$ cat config.mk
export PLATFORM = sky130hd
export DESIGN_NAME = conv_mac
export DESIGN_NICKNAME = d
export VERILOG_FILES = /design/src/conv_types_pkg.sv /design/src/conv_mac.sv
export SDC_FILE = /design/constraint.sdc
export NUM_CORES = 2
export LEC_CHECK = 0
export BUFFER_PORTS_ARGS = -buffer_cell sky130_fd_sc_hd__buf_2
export CAP_MARGIN = 5
export CORE_MARGIN = 1.5
export CORE_UTILIZATION = 60
export CTS_CLUSTER_DIAMETER = 150
export DETAILED_ROUTE_END_ITERATION = 10
export MAX_ROUTING_LAYER = met4
export PLACE_DENSITY_LB_ADDON = 0.2
export SLEW_MARGIN = 20
export SYNTH_ARGS = -nofsm -noshare
export SYNTH_HDL_FRONTEND = slang
export SYNTH_SLANG_ARGS = --single-unit
export TNS_END_PERCENT = 10
$ cat constraint.sdc
create_clock -name clk -period 9.91 [get_ports clk]
set_input_delay 2.973 -clock clk [delete_from_list [all_inputs] [get_ports clk]]
set_output_delay 2.973 -clock clk [all_outputs]
set_load 0.02 [all_outputs]
$ cat src/conv_types_pkg.sv
package conv_types_pkg;

  localparam int DWIDTH = 16; // pixel width
  localparam int CWIDTH = 8;  // weight width
  localparam int AWIDTH = 32; // accumulator width
  localparam int SWIDTH = 10; // image dimension and position counters
  localparam int HWIDTH = 5;  // shift amount

  typedef logic signed [DWIDTH-1:0] pix_t;
  typedef logic signed [CWIDTH-1:0] coef_t;
  typedef logic signed [AWIDTH-1:0] acc_t;
  typedef logic        [SWIDTH-1:0] size_t;
  typedef logic        [HWIDTH-1:0] shift_t;

  // clamp limits for the output pixel
  localparam pix_t PIX_MAX = {1'b0, {(DWIDTH-1){1'b1}}};
  localparam pix_t PIX_MIN = {1'b1, {(DWIDTH-1){1'b0}}};

  typedef struct packed {
    logic valid;
    pix_t data;
  } pix_stream_t;

endpackage

$ cat src/conv_mac.sv
`timescale 1ns/1ps

module conv_mac #(
  parameter int KSIZE = 3
) (
  input  logic                                    clk,
  input  logic                                    xrst,
  input  logic                                    win_valid,
  input  conv_types_pkg::pix_t  [KSIZE*KSIZE-1:0] win,
  input  conv_types_pkg::coef_t [KSIZE*KSIZE-1:0] weights,
  input  conv_types_pkg::shift_t                  shift,
  output conv_types_pkg::pix_stream_t             res
);

  import conv_types_pkg::*;

  localparam int NW = KSIZE * KSIZE;

  acc_t r_prod [NW];
  logic r_valid1;
  logic r_valid2;
  pix_t r_data2;
  acc_t sum;
  acc_t shifted;
  pix_t sat;

  always_ff @(posedge clk) begin
    if (!xrst) begin
      r_valid1 <= 1'b0;
      r_valid2 <= 1'b0;
    end else begin
      r_valid1 <= win_valid;
      r_valid2 <= r_valid1;
    end
  end

  always_ff @(posedge clk) begin
    for (int k = 0; k < NW; k++) begin
      r_prod[k] <= acc_t'($signed(win[k])) * acc_t'($signed(weights[k]));
    end
  end

  always_comb begin
    sum = '0;
    for (int k = 0; k < NW; k++) begin
      sum = sum + r_prod[k];
    end
    shifted = sum >>> shift; // arithmetic, rounds toward minus infinity
    if (shifted > acc_t'(PIX_MAX)) begin
      sat = PIX_MAX;
    end else if (shifted < acc_t'(PIX_MIN)) begin
      sat = PIX_MIN;
    end else begin
      sat = pix_t'(shifted);
    end
  end

  always_ff @(posedge clk) begin
    r_data2 <= sat;
  end

  assign res.valid = r_valid2;
  assign res.data  = r_data2;

endmodule

==> impl_metrics.env <==
export IMPL_arrival_ns=8.42
export IMPL_fmax_ghz=0.126
export IMPL_ys_seq_area_share_pct=8.86
export IMPL_ioPinCount=241
export IMPL_rows=108
export IMPL_routed_wl_um=129000
export IMPL_synth_edf_count=0
export IMPL_hold_viol_final=0
export IMPL_synth_area_leaders="fa_1 (42%), ha_1 (10%), inv_1 (9.8%), dfxtp_1 (8.9%), and2_1 (8.2%)"
export IMPL_netlist_area_sq_mm=0.0529
export IMPL_worstPathMaxFanout=16
export IMPL_criticalPathCategory="input pin to flip-flop"
export IMPL_tightest_slew_ns=0.942
export IMPL_die_w_um=300
export IMPL_clk_latency_ns=0.58
export IMPL_netlist_area_leader_share_pct=41.6
export IMPL_grt_usage_pct=30.7
export IMPL_final_setup_skew_ns=0.0142
export IMPL_hold_class="flip-flop to flip-flop"
export IMPL_grt_pass1_wl_um=212000
export IMPL_die_area_sq_mm=0.0899
export IMPL_vias=38712
export IMPL_crit_family="adder cells"
export IMPL_cts_resized=0
export IMPL_core_area_sq_mm=0.0870
export IMPL_grt_start_max_net_pins=49
export IMPL_grt_overflow_total=0
export IMPL_cts_buffers=27
export IMPL_async_flop_share_pct=0
export IMPL_status="finished, final reports clean"
export IMPL_path_cells="buf_2 -> and2_1 -> fa_1 -> inv_1 -> fa_1 -> fa_1 -> fa_1 -> inv_1 -> ha_1 -> nor2b_1 -> o21ai_0 -> a21boi_0 -> o21ai_0 -> a21boi_0 -> o21ai_0 -> a21boi_0 -> o31a_1 -> or4_1 -> a31o_2 -> o41ai_1 -> xnor2_1"
export IMPL_htreeDepth=1
export IMPL_slowest_stage="fa_1"
export IMPL_postCtsHoldBufs=0
export IMPL_ys_flop_type="dfxtp_1"
export IMPL_cp_required_ns=10.42
export IMPL_ant_nets=0
export IMPL_rsz0062_at_grt="no"
export IMPL_drc_errors=0
export IMPL_post_cts_buffers=0
export IMPL_fin_setup_tns_ns=0
export IMPL_avgRoutedWirePerCell_um=18.1
export IMPL_postSynthAreaPerCell_sq_um=9.11
export IMPL_max_stage_delay_ns=0.51
export IMPL_maxCapViolCount=0
export IMPL_crit_buf_inv=3
export IMPL_synth_distinct_cells=89
export IMPL_cts_tree="built"
export IMPL_ys_ff_latch=234
export IMPL_dp_hpwl_um=113000
export IMPL_drtIter0Drc=2245
export IMPL_fin_crit_ns=7.91
export IMPL_yosys_area_top_type="fa_1"
export IMPL_initial_core_util_pct=60.8
export IMPL_worst_setup_path_end_kind="flip-flop"
export IMPL_crit_top_cell="fa_1"
export IMPL_grt_pass1_vias=40647
export IMPL_drt_pre_antenna_iters=5
export IMPL_num_fill_cells=7405
export IMPL_via_per_inst=5.42
export IMPL_synthCells=5807
export IMPL_gp_congestion=1.00
export IMPL_portBuffers=240
export IMPL_antenna_found_initial=16
export IMPL_layout_drive_gt1_share_pct=5.87
export IMPL_finalCritPeriodShare_pct=79.8
export IMPL_die_y_um=300
export IMPL_cts_buffer_depth=3
export IMPL_nets=7716
export IMPL_area_delta_synth_final_pct=5.97
export IMPL_root_buffer="clkbuf_16"
export IMPL_slew_headroom_pct=37.2
export IMPL_path_clk_slew_ns=0.06
export IMPL_critPathLaunchType="input pin"
export IMPL_setup_viol_count_final=0
export IMPL_cts_sinks=234
export IMPL_report_final_slew_viol_count=0
export IMPL_synthesis_nets=7563
export IMPL_ys_warn_count=0
-- logic make-up after synthesis --
group / after synthesis / synth area share (%)
AND/OR/NAND/NOR: 1729 / 17.2
adder cells (fa/ha/maj): 1532 / 51.8
multiplexers: 43 / 0.934
XOR/XNOR: 200 / 3.31
buffers and inverters: 1508 / 10.8
AO/OA/AOI/OAI: 561 / 7.13
flip-flops: 234 / 8.86
-- stage by stage --
step	utilization, %	cells	cell area [sq um]	hold WS (ns)	worst slack [ns]
after floorplan	-	5807	52900	0.412	1.89
after global placement	63.3	7086	55100	0.432	1.59
after detailed placement	63.3	7086	55100	0.440	1.50
after CTS	64.4	7135	56000	0.450	2.04
after global routing	64.4	7149	56000	0.459	1.56
final	64.4	7149	56000	0.442	2.00
-- state kept, by name, indices dropped and copies added (netlist names) --
name      count
r_prod      216
r_valid2      1
r_data2      16
r_valid1      1
-- placed cells by master (no fill, tap or decap), types with 24 or more instances in the layout --
cell type | synthesis | routed
xnor2_1 | 179 | 179
o211ai_1 | 27 | 27
a21oi_1 | 143 | 143
o21a_1 | 55 | 55
a21boi_0 | 26 | 26
nor3_1 | 64 | 64
clkbuf_16 | 0 | 27
a21o_1 | 25 | 25
a211oi_1 | 24 | 24
and2_1 | 693 | 693
nor2_1 | 205 | 205
buf_2 | 11 | 240
inv_1 | 1387 | 1387
mux2i_1 | 28 | 28
fa_1 | 1098 | 1098
dfxtp_1 | 234 | 234
nor2b_1 | 28 | 28
ha_1 | 434 | 434
nand2b_1 | 140 | 140
nand2_1 | 453 | 453
nand3_1 | 60 | 60
o21ai_0 | 112 | 112
-- cell usage after synthesis (28+ instances only) --
cell type and count:
nand2_1 453, nand2b_1 140, ha_1 434, nor3_1 64, mux2i_1 28, xnor2_1 179
nor2_1 205, nand3_1 60, nor2b_1 28, a21oi_1 143, fa_1 1098, and2_1 693
o21a_1 55, clkbuf_1 97, o21ai_0 112, inv_1 1387, dfxtp_1 234
-- area by class of cell --
| class | count | area, sq um | share of cell area, % |
|---|---|---|---|
| timing repair buffer | 242 | 1220 | 2.17 |
| multi-input combinational | 4065 | 42500 | 75.9 |
| antenna | 14 | 35.0 | 0.0625 |
| sequential | 234 | 4680 | 8.36 |
| inverter | 1390 | 5220 | 9.31 |
| clock inverter | 16 | 203 | 0.362 |
| clock buffer | 33 | 728 | 1.30 |
| tap | 1155 | 1450 | 2.58 |
-- layer usage --
layer	up-vias	share of wire, %	global-route usage, %
li1	17874	-	-
met1	19607	41	39.0
met2	1014	51	52.3
met3	217	4.6	2.62
met4	0	3.8	9.79
met5	-	0	-
-- path summary, 6_finish.rpt --
path	end	slack (ns)	depth (start not counted)	startpoint
worst min-delay path	r_valid2	0.44	1	r_valid1
worst min register to register	r_valid2	0.44	1	r_valid1
worst max-delay path	r_prod[0][278]	2.00	21	weights[66]
worst max register to register	r_data2[3]	2.65	21	r_prod[0][226]
Power is not shown: default switching activity piles up to over one toggle a cycle in this logic, so the estimate is an artifact.
