--- src/conv_types_pkg.sv ---
package conv_types_pkg;

  localparam int DWIDTH = 16; // pixel width
  localparam int CWIDTH = 8;  // weight width
  localparam int AWIDTH = 32; // accumulator width
  localparam int SWIDTH = 10; // image dimension and position counters
  localparam int HWIDTH = 5;  // shift amount

  typedef logic signed [DWIDTH-1:0] pix_t;
  typedef logic signed [CWIDTH-1:0] coef_t;
  typedef logic signed [AWIDTH-1:0] acc_t;
  typedef logic        [SWIDTH-1:0] size_t;
  typedef logic        [HWIDTH-1:0] shift_t;

  // clamp limits for the output pixel
  localparam pix_t PIX_MAX = {1'b0, {(DWIDTH-1){1'b1}}};
  localparam pix_t PIX_MIN = {1'b1, {(DWIDTH-1){1'b0}}};

  typedef struct packed {
    logic valid;
    pix_t data;
  } pix_stream_t;

endpackage

--- src/conv_out.sv ---
`timescale 1ns/1ps

module conv_out #(
  parameter int KSIZE = 3
) (
  input  logic                        clk,
  input  logic                        xrst,
  input  logic                        start,
  input  conv_types_pkg::size_t       img_size,
  input  conv_types_pkg::pix_stream_t res,
  output conv_types_pkg::pix_stream_t res_out,
  input  logic                        res_ready,
  output logic                        space_ok,
  output logic                        busy,
  output logic                        done
);

  import conv_types_pkg::*;

  localparam int             DEPTH     = 8;
  localparam int             PW        = $clog2(DEPTH);
  localparam int             RW        = 2 * SWIDTH;
  localparam logic [PW:0]    HIGH_MARK = (PW+1)'(DEPTH - 4);

  pix_t          r_fifo [DEPTH];
  logic [PW-1:0] r_wptr;
  logic [PW-1:0] r_rptr;
  logic [PW:0]   r_count;
  logic [RW-1:0] r_remain;
  logic          r_busy;
  logic          r_done;
  logic          pop;
  size_t         dim;

  assign dim = img_size - size_t'(KSIZE - 1); // valid positions per line
  assign pop = r_count != '0 && res_ready;

  always_ff @(posedge clk) begin
    if (res.valid) begin
      r_fifo[r_wptr] <= res.data;
    end
  end

  always_ff @(posedge clk) begin
    if (!xrst) begin
      r_wptr  <= '0;
      r_rptr  <= '0;
      r_count <= '0;
    end else begin
      if (res.valid) begin
        r_wptr <= r_wptr + 1'b1;
      end
      if (pop) begin
        r_rptr <= r_rptr + 1'b1;
      end
      r_count <= r_count + {{PW{1'b0}}, res.valid} - {{PW{1'b0}}, pop};
    end
  end

  // a result arriving this cycle already counts as stored
  assign space_ok = r_count + {{PW{1'b0}}, res.valid} <= HIGH_MARK;

  always_ff @(posedge clk) begin
    if (!xrst) begin
      r_busy   <= 1'b0;
      r_done   <= 1'b0;
      r_remain <= '0;
    end else if (start) begin
      r_busy   <= 1'b1;
      r_done   <= 1'b0;
      r_remain <= dim * dim;
    end else if (pop && r_busy) begin
      r_remain <= r_remain - 1'b1;
      if (r_remain == RW'(1)) begin
        r_busy <= 1'b0;
        r_done <= 1'b1;
      end
    end
  end

  assign res_out.valid = r_count != '0;
  assign res_out.data  = r_fifo[r_rptr];
  assign busy          = r_busy;
  assign done          = r_done;

endmodule

--- config.mk ---
export PLATFORM = sky130hd
export DESIGN_NAME = conv_out
export DESIGN_NICKNAME = d
export VERILOG_FILES = /design/src/conv_types_pkg.sv /design/src/conv_out.sv
export SDC_FILE = /design/constraint.sdc
export NUM_CORES = 1
export LEC_CHECK = 0
export BUFFER_PORTS_ARGS = -buffer_cell sky130_fd_sc_hd__buf_2
export CAP_MARGIN = 5
export CORE_MARGIN = 2
export CORE_UTILIZATION = 38
export CTS_CLUSTER_DIAMETER = 60
export CTS_CLUSTER_SIZE = 25
export DETAILED_ROUTE_END_ITERATION = 12
export HOLD_SLACK_MARGIN = 0.02
export MAX_ROUTING_LAYER = met4
export RECOVER_POWER = 50
export SETUP_SLACK_MARGIN = 0.02
export SLEW_MARGIN = 30
export SYNTH_ARGS = -nofsm -noshare
export SYNTH_HDL_FRONTEND = slang
export SYNTH_SLANG_ARGS = --single-unit
export TNS_END_PERCENT = 30
--- constraint.sdc ---
create_clock -name clk -period 12.08 [get_ports clk]
set_input_delay 0.604 -clock clk [delete_from_list [all_inputs] [get_ports clk]]
set_output_delay 0.604 -clock clk [all_outputs]
set_load 0.1 [all_outputs]
==> metrics.csv <==
metric;value;unit
avgSynthCellArea;12.8;um^2
crit_slowest_cell;fa_1;
antennaDiodeCount;0;
area_delta_synth_final;12.9;%
busiest_layer;met2;
netlist_instances;744;
p_leak;4.23;nW
hold_class;reg2reg;
rr_worst_depth;6;
h-tree-depth;4;
wl_per_cell;16.4;um
synthArstFlopShare;0;%
fin_hold_ws;0.460;ns
drive_above_1_share;17.0;%
cts_post_setup_buffers_inserted;0;
synth-seq-area-share;47.8;%
ant_nets;0;
cts_tree;yes;
globalRouteTotalUtil;15.4;%
synth_edf_count;128;
fin_tns_setup;0;ns
use_met2;25.2;%
use_met1;20.2;%
synth_flop_cell;edfxtp_1;
path_buf_inv;5;
nets;939;
gp_congestion;0.809;
ir_drop;0.000146;V
drc;0;
seqCellArea;0.00455;mm^2
viasPerCell;5.10;
clk_latency;0.42;ns
die_h;162;um
hpwl;12700;um
crit_required;12.40;ns
multi_input_comb_area;0.00452;mm^2
ys_ff_latch;163;
grt_pass1_wl;30600;um
skew;0.0143;ns
worst-slew-pin-transition;1.26;ns
min-delay-start;done$_SDFFE_PP0P_;
cp_max_fo;8;
status;completed;
cts_hold_buf;0;
cpMostUsedCell;fa_1;
drt-initial-drc-count;262;
critical_path.top_delay_family;adder cells;
port_buffers;50;
dieWidth;162;um
core_area;0.0245;mm^2
clk_path_buf_depth;2;
hold_path_end;done$_SDFFE_PP0P_;
ctsResizeCount;0;
antenna_found_initial;0;
netlist_area;0.00950;mm^2
numCtsBuffers;17;
grt_pass1_vias;5948;
design.die.area;0.0263;mm^2
clock_sinks;163;
clk_pin_slew;0.08;ns
fill_cells;2277;
path_cells;buf_2 -> inv_1 -> ha_1 -> nand2_1 -> or3_1 -> xnor2_1 -> nand2_1 -> fa_1 -> fa_1 -> inv_1 -> fa_1 -> fa_1 -> inv_1 -> fa_1 -> inv_1 -> ha_1 -> and3_1 -> and4_1 -> a21o_1 -> or2_2 -> o31a_1 -> o221a_2;
end_kind;register;
r2r_start;r_remain[3]$_SDFFE_PN0P_;
hold_path_depth;2;
fin_crit;6.53;ns
startpoint_type;input port;
overflow;0;
wl;18700;um
path_class;in2reg;
rows;57;
cap_viol_max_count;0;
hold_viol_final;0;
start_util;38.8;%
max_clock_freq;0.153;GHz
arrival;6.85;ns
first_pass_iters;4;
ios;51;
routed-via-count;5818;
grt_max_degree;33;
slowest_delay;0.54;ns
syn_nets;879;
setup_viol;0;
yosysWarnings;0;
rsz0062_at_grt;no;
regToRegEndpoint;r_remain[17]$_SDFFE_PN0P_;
p_per_area;234;mW/mm^2
report.final.slew_viol_count;0;
cts_root_buf;clkbuf_16;
rrSetupSlack;9.76;ns
ys_types;66;
grt_util_met3;2.91;%
finalCritPeriodShare;54.1;%
slew_headroom;16.1;%
worst register-to-register path: stages, from the launching register on:
cell and delay (ns):
dfxtp_1 0.36, or4_4 0.58, nor4_1 0.61, nand4_1 0.23
xnor2_1 0.19, o21ai_0 0.10, nor3_1 0.19
power by group:
group | internal [mW] | switching, mW | leakage (nW)
registers | 0.648 | 0.0305 | 1.45
logic | 0.488 | 0.804 | 2.49
clock network | 0.282 | 0.254 | 0.292
cell usage in the layout, fill, tap and decap left out, types with 4 or more instances in the layout:
| cell type | netlist | routed |
|---|---|---|
| or3_1 | 5 | 5 |
| nand4b_1 | 5 | 5 |
| o21ai_0 | 16 | 16 |
| a21o_1 | 5 | 5 |
| nand2_1 | 50 | 50 |
| nor4_1 | 5 | 5 |
| and3_1 | 5 | 5 |
| and2_1 | 12 | 12 |
| xnor2_1 | 24 | 24 |
| clkbuf_1 | 12 | 20 |
| nand2b_1 | 11 | 11 |
| a31oi_1 | 4 | 4 |
| dfxtp_1 | 35 | 33 |
| clkbuf_16 | 0 | 17 |
| buf_2 | 5 | 33 |
| mux4_2 | 32 | 32 |
| nor3_1 | 9 | 9 |
| buf_4 | 0 | 8 |
| clkinv_8 | 0 | 4 |
| inv_1 | 93 | 93 |
| ha_1 | 57 | 57 |
| edfxtp_1 | 128 | 128 |
| mux2_2 | 17 | 17 |
| nor2_1 | 53 | 53 |
| fa_1 | 47 | 47 |
| inv_8 | 0 | 5 |
| a211oi_1 | 9 | 9 |
| nand3_1 | 7 | 7 |
| a21oi_1 | 17 | 17 |
| xor2_1 | 24 | 24 |
flip-flops by register name, indices dropped and copies added (netlist names), named ones only:
name / cells
busy: 1
done: 1
r_wptr: 3
r_remain: 20
r_rptr: 3
r_count: 4
r_fifo: 128
worst max path at each step:
| stage | from | end | slack (ns) | depth (start not counted) |
|---|---|---|---|---|
| floorplan | img_size[1] | r_remain[15]$_SDFFE_PN0P_ | 5.66 | 21 |
| global placement | img_size[1] | r_remain[15]$_SDFFE_PN0P_ | 5.24 | 22 |
| detailed placement | img_size[1] | r_remain[15]$_SDFFE_PN0P_ | 5.08 | 22 |
| CTS | img_size[1] | r_remain[15]$_SDFFE_PN0P_ | 5.53 | 22 |
| global route | img_size[1] | r_remain[18]$_SDFFE_PN0P_ | 5.14 | 21 |
| finish | img_size[1] | r_remain[15]$_SDFFE_PN0P_ | 5.55 | 22 |
through the flow:
stage                     power [mW]  worst slack (ns)  cell area [um^2]  utilization [%]  std cells
final                           2.51              5.55             10700             43.8       1141
after global routing            2.70              5.14             10700             43.8       1141
after CTS                       2.54              5.53             10800             44.0       1141
after detailed placement        2.00              5.08             10200             41.5       1109
after global placement          2.00              5.24             10200             41.5       1109
after floorplan                 1.75              5.66              9500                -        744
cell families after synthesis:
family | after synthesis | synth area share, %
multiplexers | 51 | 9.81
XOR/XNOR | 48 | 4.43
buffers and inverters | 114 | 4.61
AND/OR/NAND/NOR | 186 | 10.3
AO/OA/AOI/OAI | 78 | 5.62
adder cells (fa/ha/maj) | 104 | 17.4
flip-flops | 163 | 47.8
synthesized netlist by cell type (4+ instances only):
cell type	number	area share (%)
edfxtp_1	128	40
inv_1	93	3.7
ha_1	57	7.5
nor2_1	53	2.1
nand2_1	50	2.0
fa_1	47	9.9
dfxtp_1	35	7.4
mux4_2	32	7.6
xnor2_1	24	2.2
xor2_1	24	2.2
a21oi_1	17	0.90
mux2_2	17	2.0
o21ai_0	16	0.84
and2_1	12	0.79
clkbuf_1	12	0.47
nand2b_1	11	0.72
a211oi_1	9	0.71
nor3_1	9	0.47
nand3_1	7	0.37
a21o_1	5	0.40
and3_1	5	0.33
buf_2	5	0.26
nand4b_1	5	0.46
nor4_1	5	0.33
or3_1	5	0.33
a31oi_1	4	0.26
per-layer routing:
metal / up-vias / share of wire, %
met5: - / 0
met4: 0 / 0.71
met3: 8 / 3.0
met2: 77 / 49
met1: 2954 / 47
li1: 2779 / -
final cells by class:
type / count / area share, %
flip-flops and latches: 163 / 42.4
multi-input cells: 467 / 42.1
clock buffers: 17 / 3.97
well taps: 324 / 3.78
inverters: 94 / 3.29
repair buffers: 61 / 2.80
clock inverters: 15 / 1.68
Note: power is estimated with default switching activity, not from simulation.
