--- src/conv_types_pkg.sv ---
package conv_types_pkg;

  localparam int DWIDTH = 16; // pixel width
  localparam int CWIDTH = 8;  // weight width
  localparam int AWIDTH = 32; // accumulator width
  localparam int SWIDTH = 10; // image dimension and position counters
  localparam int HWIDTH = 5;  // shift amount

  typedef logic signed [DWIDTH-1:0] pix_t;
  typedef logic signed [CWIDTH-1:0] coef_t;
  typedef logic signed [AWIDTH-1:0] acc_t;
  typedef logic        [SWIDTH-1:0] size_t;
  typedef logic        [HWIDTH-1:0] shift_t;

  // clamp limits for the output pixel
  localparam pix_t PIX_MAX = {1'b0, {(DWIDTH-1){1'b1}}};
  localparam pix_t PIX_MIN = {1'b1, {(DWIDTH-1){1'b0}}};

  typedef struct packed {
    logic valid;
    pix_t data;
  } pix_stream_t;

endpackage

--- src/conv_regs_pkg.sv ---
package conv_regs_pkg;

  localparam int AXIL_AW = 8;
  localparam int AXIL_DW = 32;

  localparam logic [AXIL_AW-1:0] REG_CTRL        = 8'h00; // bit 0 starts an image
  localparam logic [AXIL_AW-1:0] REG_STATUS      = 8'h04; // bit 0 busy, bit 1 done
  localparam logic [AXIL_AW-1:0] REG_IMG_SIZE    = 8'h08;
  localparam logic [AXIL_AW-1:0] REG_SHIFT       = 8'h0C;
  localparam logic [AXIL_AW-1:0] REG_WEIGHT_BASE = 8'h10; // one word per weight, row-major

  localparam logic [1:0] RESP_OKAY   = 2'b00;
  localparam logic [1:0] RESP_SLVERR = 2'b10;

  typedef struct packed {
    logic               awvalid;
    logic [AXIL_AW-1:0] awaddr;
    logic               wvalid;
    logic [AXIL_DW-1:0] wdata;
    logic [3:0]         wstrb;
    logic               bready;
    logic               arvalid;
    logic [AXIL_AW-1:0] araddr;
    logic               rready;
  } axil_req_t;

  typedef struct packed {
    logic               awready;
    logic               wready;
    logic               bvalid;
    logic [1:0]         bresp;
    logic               arready;
    logic               rvalid;
    logic [AXIL_DW-1:0] rdata;
    logic [1:0]         rresp;
  } axil_rsp_t;

  typedef struct packed {
    conv_types_pkg::size_t  img_size;
    conv_types_pkg::shift_t shift;
  } cfg_t;

endpackage

--- src/cfg_axil_slave.sv ---
`timescale 1ns/1ps

module cfg_axil_slave #(
  parameter int KSIZE = 3
) (
  input  logic                                    clk,
  input  logic                                    xrst,
  input  conv_regs_pkg::axil_req_t                axil_req,
  output conv_regs_pkg::axil_rsp_t                axil_rsp,
  output conv_regs_pkg::cfg_t                     cfg,
  output conv_types_pkg::coef_t [KSIZE*KSIZE-1:0] weights,
  output logic                                    start,
  input  logic                                    busy,
  input  logic                                    done
);

  import conv_types_pkg::*;
  import conv_regs_pkg::*;

  localparam int NW = KSIZE * KSIZE;

  logic               wr_fire;
  logic               rd_fire;
  logic               r_bvalid;
  logic [1:0]         r_bresp;
  logic               r_rvalid;
  logic [AXIL_DW-1:0] r_rdata;
  logic [1:0]         r_rresp;
  logic [AXIL_DW-1:0] rd_data;
  logic               r_start;
  size_t              r_img_size;
  shift_t             r_shift;
  coef_t [NW-1:0]     r_weights;

  function automatic logic is_mapped(input logic [AXIL_AW-1:0] addr);
    logic hit;
    hit = addr == REG_CTRL || addr == REG_STATUS || addr == REG_IMG_SIZE || addr == REG_SHIFT;
    for (int k = 0; k < NW; k++) begin
      if (addr == AXIL_AW'(REG_WEIGHT_BASE + 4 * k)) begin
        hit = 1'b1;
      end
    end
    return hit;
  endfunction

  // byte lanes without a strobe keep the current register value
  function automatic logic [AXIL_DW-1:0] merge(input logic [AXIL_DW-1:0] cur,
                                               input logic [AXIL_DW-1:0] wdata,
                                               input logic [3:0]         strb);
    logic [AXIL_DW-1:0] mask;
    for (int b = 0; b < 4; b++) begin
      mask[8*b +: 8] = {8{strb[b]}};
    end
    return (cur & ~mask) | (wdata & mask);
  endfunction

  // address and data are taken together, one response outstanding at most
  assign wr_fire = axil_req.awvalid && axil_req.wvalid && !r_bvalid;
  assign rd_fire = axil_req.arvalid && !r_rvalid;

  always_ff @(posedge clk) begin
    if (!xrst) begin
      r_bvalid <= 1'b0;
      r_bresp  <= RESP_OKAY;
    end else if (wr_fire) begin
      r_bvalid <= 1'b1;
      r_bresp  <= is_mapped(axil_req.awaddr) ? RESP_OKAY : RESP_SLVERR;
    end else if (axil_req.bready) begin
      r_bvalid <= 1'b0;
    end
  end

  always_ff @(posedge clk) begin
    if (!xrst) begin
      r_start    <= 1'b0;
      r_img_size <= '0;
      r_shift    <= '0;
      r_weights  <= '0;
    end else begin
      r_start <= wr_fire && axil_req.awaddr == REG_CTRL && axil_req.wstrb[0]
                 && axil_req.wdata[0] && !busy;
      if (wr_fire && !busy) begin // configuration is frozen while an image runs
        case (axil_req.awaddr)
          REG_IMG_SIZE: r_img_size <= size_t'(merge(AXIL_DW'(r_img_size),
                                                    axil_req.wdata, axil_req.wstrb));
          REG_SHIFT:    r_shift <= shift_t'(merge(AXIL_DW'(r_shift),
                                                  axil_req.wdata, axil_req.wstrb));
          default: ;
        endcase
        for (int k = 0; k < NW; k++) begin
          if (axil_req.awaddr == AXIL_AW'(REG_WEIGHT_BASE + 4 * k)) begin
            r_weights[k] <= coef_t'(merge(AXIL_DW'(r_weights[k]),
                                          axil_req.wdata, axil_req.wstrb));
          end
        end
      end
    end
  end

  always_comb begin
    rd_data = '0;
    case (axil_req.araddr)
      REG_STATUS:   rd_data = {{(AXIL_DW-2){1'b0}}, done, busy};
      REG_IMG_SIZE: rd_data = AXIL_DW'(r_img_size);
      REG_SHIFT:    rd_data = AXIL_DW'(r_shift);
      default: ;
    endcase
    for (int k = 0; k < NW; k++) begin
      if (axil_req.araddr == AXIL_AW'(REG_WEIGHT_BASE + 4 * k)) begin
        rd_data = AXIL_DW'($signed(r_weights[k])); // weights read back sign-extended
      end
    end
  end

  always_ff @(posedge clk) begin
    if (!xrst) begin
      r_rvalid <= 1'b0;
    end else if (rd_fire) begin
      r_rvalid <= 1'b1;
    end else if (axil_req.rready) begin
      r_rvalid <= 1'b0;
    end
  end

  always_ff @(posedge clk) begin
    if (rd_fire) begin
      r_rdata <= rd_data;
      r_rresp <= is_mapped(axil_req.araddr) ? RESP_OKAY : RESP_SLVERR;
    end
  end

  assign axil_rsp.awready = wr_fire;
  assign axil_rsp.wready  = wr_fire;
  assign axil_rsp.bvalid  = r_bvalid;
  assign axil_rsp.bresp   = r_bresp;
  assign axil_rsp.arready = rd_fire;
  assign axil_rsp.rvalid  = r_rvalid;
  assign axil_rsp.rdata   = r_rdata;
  assign axil_rsp.rresp   = r_rresp;

  assign cfg.img_size = r_img_size;
  assign cfg.shift    = r_shift;
  assign weights      = r_weights;
  assign start        = r_start;

endmodule

--- config.mk ---
export PLATFORM = sky130hd
export DESIGN_NAME = cfg_axil_slave
export DESIGN_NICKNAME = d
export VERILOG_FILES = /design/src/conv_types_pkg.sv /design/src/conv_regs_pkg.sv /design/src/cfg_axil_slave.sv
export SDC_FILE = /design/constraint.sdc
export NUM_CORES = 1
export LEC_CHECK = 0
export ABC_AREA = 1
export BUFFER_PORTS_ARGS = -buffer_cell sky130_fd_sc_hd__buf_2
export CORE_MARGIN = 5
export CORE_UTILIZATION = 44
export DETAILED_ROUTE_END_ITERATION = 6
export GPL_TIMING_DRIVEN = 1
export PLACE_DENSITY = 0.76
export SYNTH_ARGS = -nofsm -noshare
export SYNTH_HDL_FRONTEND = slang
export SYNTH_SLANG_ARGS = --single-unit
export TNS_END_PERCENT = 100
--- constraint.sdc ---
create_clock -name clk -period 1.65 [get_ports clk]
set_clock_uncertainty 0.05 [all_clocks]
set_input_delay 0.33 -clock clk [delete_from_list [all_inputs] [get_ports clk]]
set_output_delay 0.33 -clock clk [all_outputs]
set_load 0.01 [all_outputs]
==> impl_metrics.json <==
{
  "dr_wl_met3_microns": 1500,
  "setup.worst_path.end_class": "output pin",
  "hold_buffers": 0,
  "clockBufferDepth": 2,
  "clock_latency_ps": 370,
  "p_leak_nw": 3.14,
  "drive_above_1_share_pct": 38.2,
  "nets": 872,
  "ys_warn_count": 0,
  "grt_first_pass_wirelength_microns": 24900,
  "crit_type": "reg2out",
  "cts_buffers": 9,
  "rsz0062_at_grt": "true",
  "dr_wl_met2_microns": 7830,
  "core_sq_um": 10900,
  "critical_path_required_ps": 1270,
  "gp_congestion": 0.946,
  "dp_hpwl_microns": 12700,
  "grt_pass1_vias": 4703,
  "start_kind": "register",
  "io_buffers": 163,
  "wl_met1_microns": 7090,
  "avgSynthCellArea_sq_um": 7.97,
  "reg2regPathDepth": 9,
  "grt_max_degree": 39,
  "area_growth_pct": 32.5,
  "drv_cap": 0,
  "top_layer": "met5",
  "setup-violations-final": 1,
  "rows": 38,
  "fin_ws_ps": -4.18,
  "detail-route-antenna-nets": 0,
  "p_per_area_nw_per_um2": 744,
  "synth.distinct_cells": 41,
  "synthCells": 614,
  "slew_violations": 0,
  "violations": "negative setup slack",
  "vias_per_cell": 5.36,
  "whs_path_depth": 3,
  "slew_headroom_pct": 62.5,
  "ios": 190,
  "worstMarginPinSlew_ps": 563,
  "vias": 5127,
  "post-place-ws_ps": -457,
  "crit_fanout": 4,
  "synth-seq-cells": 103,
  "power.total_mw": 4.83,
  "cts.clk_slew.worst_paths_ps": 100,
  "grt_antenna_before_repair": 1,
  "min_period_over_period_pct": 100,
  "yosysSeqAreaShare_pct": 44.6,
  "hold_slack_ps": 128,
  "diodes": 0,
  "ys_top_cells_by_area": "dfxtp_1 (37%), a21oi_1 (8.0%), edfxtp_1 (7.4%)",
  "cts_tree": "built",
  "min_period_ps": 1650,
  "start_util_pct": 44.9,
  "overflow": 0,
  "syn_area_sq_um": 4890,
  "die_area_sq_um": 13300,
  "cp.arrival_ps": 1270,
  "status": "finished, violations left",
  "first_iter_violations": 341,
  "wl_microns": 16800,
  "dr.pass1.iters": 4,
  "min_path_type": "in2reg",
  "dieHeight_microns": 115,
  "ir_worst_vdd_mv": 0.416,
  "cts-root-buf": "clkbuf_8",
  "wl_per_cell_microns": 17.5,
  "drc": 0,
  "max_freq_ghz": 0.605,
  "die_w_microns": 115,
  "cts_sinks": 103,
  "r2r_slack_ps": 40,
  "netlist.area_leader.share_pct": 37.2,
  "grtUsageTotal_pct": 24.0,
  "synth_largest_area_cell": "dfxtp_1",
  "hold_start": "axil_req[23]",
  "hold_viol": 0,
  "htreeDepth": 3,
  "reg2reg_from": "r_bvalid$_SDFFE_PN0P_"
}
[repair_timing]
action	in CTS	in global routing
buffers inserted	0	8
resized for setup	3	16
gates cloned	0	3
endpoints found under the setup margin	8	66
pin swaps	1	1
[cells in the mapped netlist]
library cell / number
a211oi_1: 12
a211oi_2: 4
a21o_1: 1
a21oi_1: 78
a21oi_2: 2
and3b_1: 1
buf_1: 1
buf_2: 1
buf_4: 34
buf_6: 4
clkbuf_1: 10
clkinv_1: 8
conb_1: 1
dfxtp_1: 91
edfxtp_1: 12
inv_1: 38
inv_2: 13
nand2_1: 91
nand2_2: 3
nand2_8: 1
nand3_1: 36
nand3_2: 3
nand3_4: 1
nand4_1: 13
nor2_1: 44
nor2_2: 5
nor2_4: 8
nor2_8: 1
nor3_1: 4
nor3_4: 5
nor4_1: 2
o211ai_1: 3
o21a_1: 1
o21ai_0: 70
o21ai_1: 3
o21ai_2: 2
o221a_2: 1
o31ai_1: 1
or2_1: 2
or2_2: 2
or2_4: 1
[how the worst max path moves through the flow]
stage,start,to,slack (ps),cells past startpoint
3_5_place_dp,axil_req[2],r_rdata[7]$_DFFE_PP_,-460,8
3_3_place_gp,axil_req[1],r_rdata[7]$_DFFE_PP_,-410,8
4_1_cts,r_bvalid$_SDFFE_PN0P_,axil_rsp[39],-7,5
6_report,r_bvalid$_SDFFE_PN0P_,axil_rsp[39],-4,5
5_1_grt,r_bvalid$_SDFFE_PN0P_,axil_rsp[39],-70,5
2_1_floorplan,axil_req[3],r_rdata[6]$_DFFE_PP_,1,10
[worst max-delay path: stages (launching register included)]
cell and delay [ps]:
dfxtp_2 340, nor2_2 110, nand2_2 100, buf_4 160, inv_4 60, buf_2 130
[stage by stage]
stage,std cells,setup TNS (ps),area (sq um),util [%]
3_3_place_gp,929,-4360,6110,56.2
5_1_grt,956,-534,6480,59.6
2_1_floorplan,615,0,4900,-
4_1_cts,945,-12.6,6350,58.3
3_5_place_dp,929,-5330,6110,56.2
6_report,956,-4.18,6480,59.6
[final cells by class]
| cell class | count | area, sq um |
|---|---|---|
| tap | 140 | 175 |
| inverter | 59 | 234 |
| sequential | 103 | 2180 |
| timing repair inverter | 2 | 12.5 |
| fill | 981 | 4400 |
| multi-input combinational | 403 | 2170 |
| clock inverter | 7 | 103 |
| timing repair buffer | 233 | 1480 |
| clock buffer | 9 | 124 |
[per-layer routing]
layer	global-route usage, %	vias up
li1	-	2447
met1	32.0	2381
met5	0	-
met3	4.80	25
met2	39.3	272
met4	7.36	2
[cell usage in the layout, fill, tap and decap left out, types with 13 or more instances in the layout]
cell type	instances
buf_2	163
o21ai_0	67
buf_4	58
nand2_1	88
a21oi_1	78
nor2_1	42
nand4_1	13
dfxtp_1	90
inv_1	37
nand3_1	36
[report_power, final]
group	switching (mW)	internal, mW	leakage (nW)
Clock	0.960	0.877	0.111
Combinational	0.267	0.162	2.18
Sequential	0.00834	2.55	0.852
[kinds of logic after synthesis]
| family | share of synthesized area, % |
|---|---|
| AO/OA/AOI/OAI | 20.2 |
| other | 0.0766 |
| AND/OR/NAND/NOR | 23.5 |
| flip-flops | 44.6 |
| buffers and inverters | 11.6 |
Note: power is estimated with default switching activity, not from simulation.
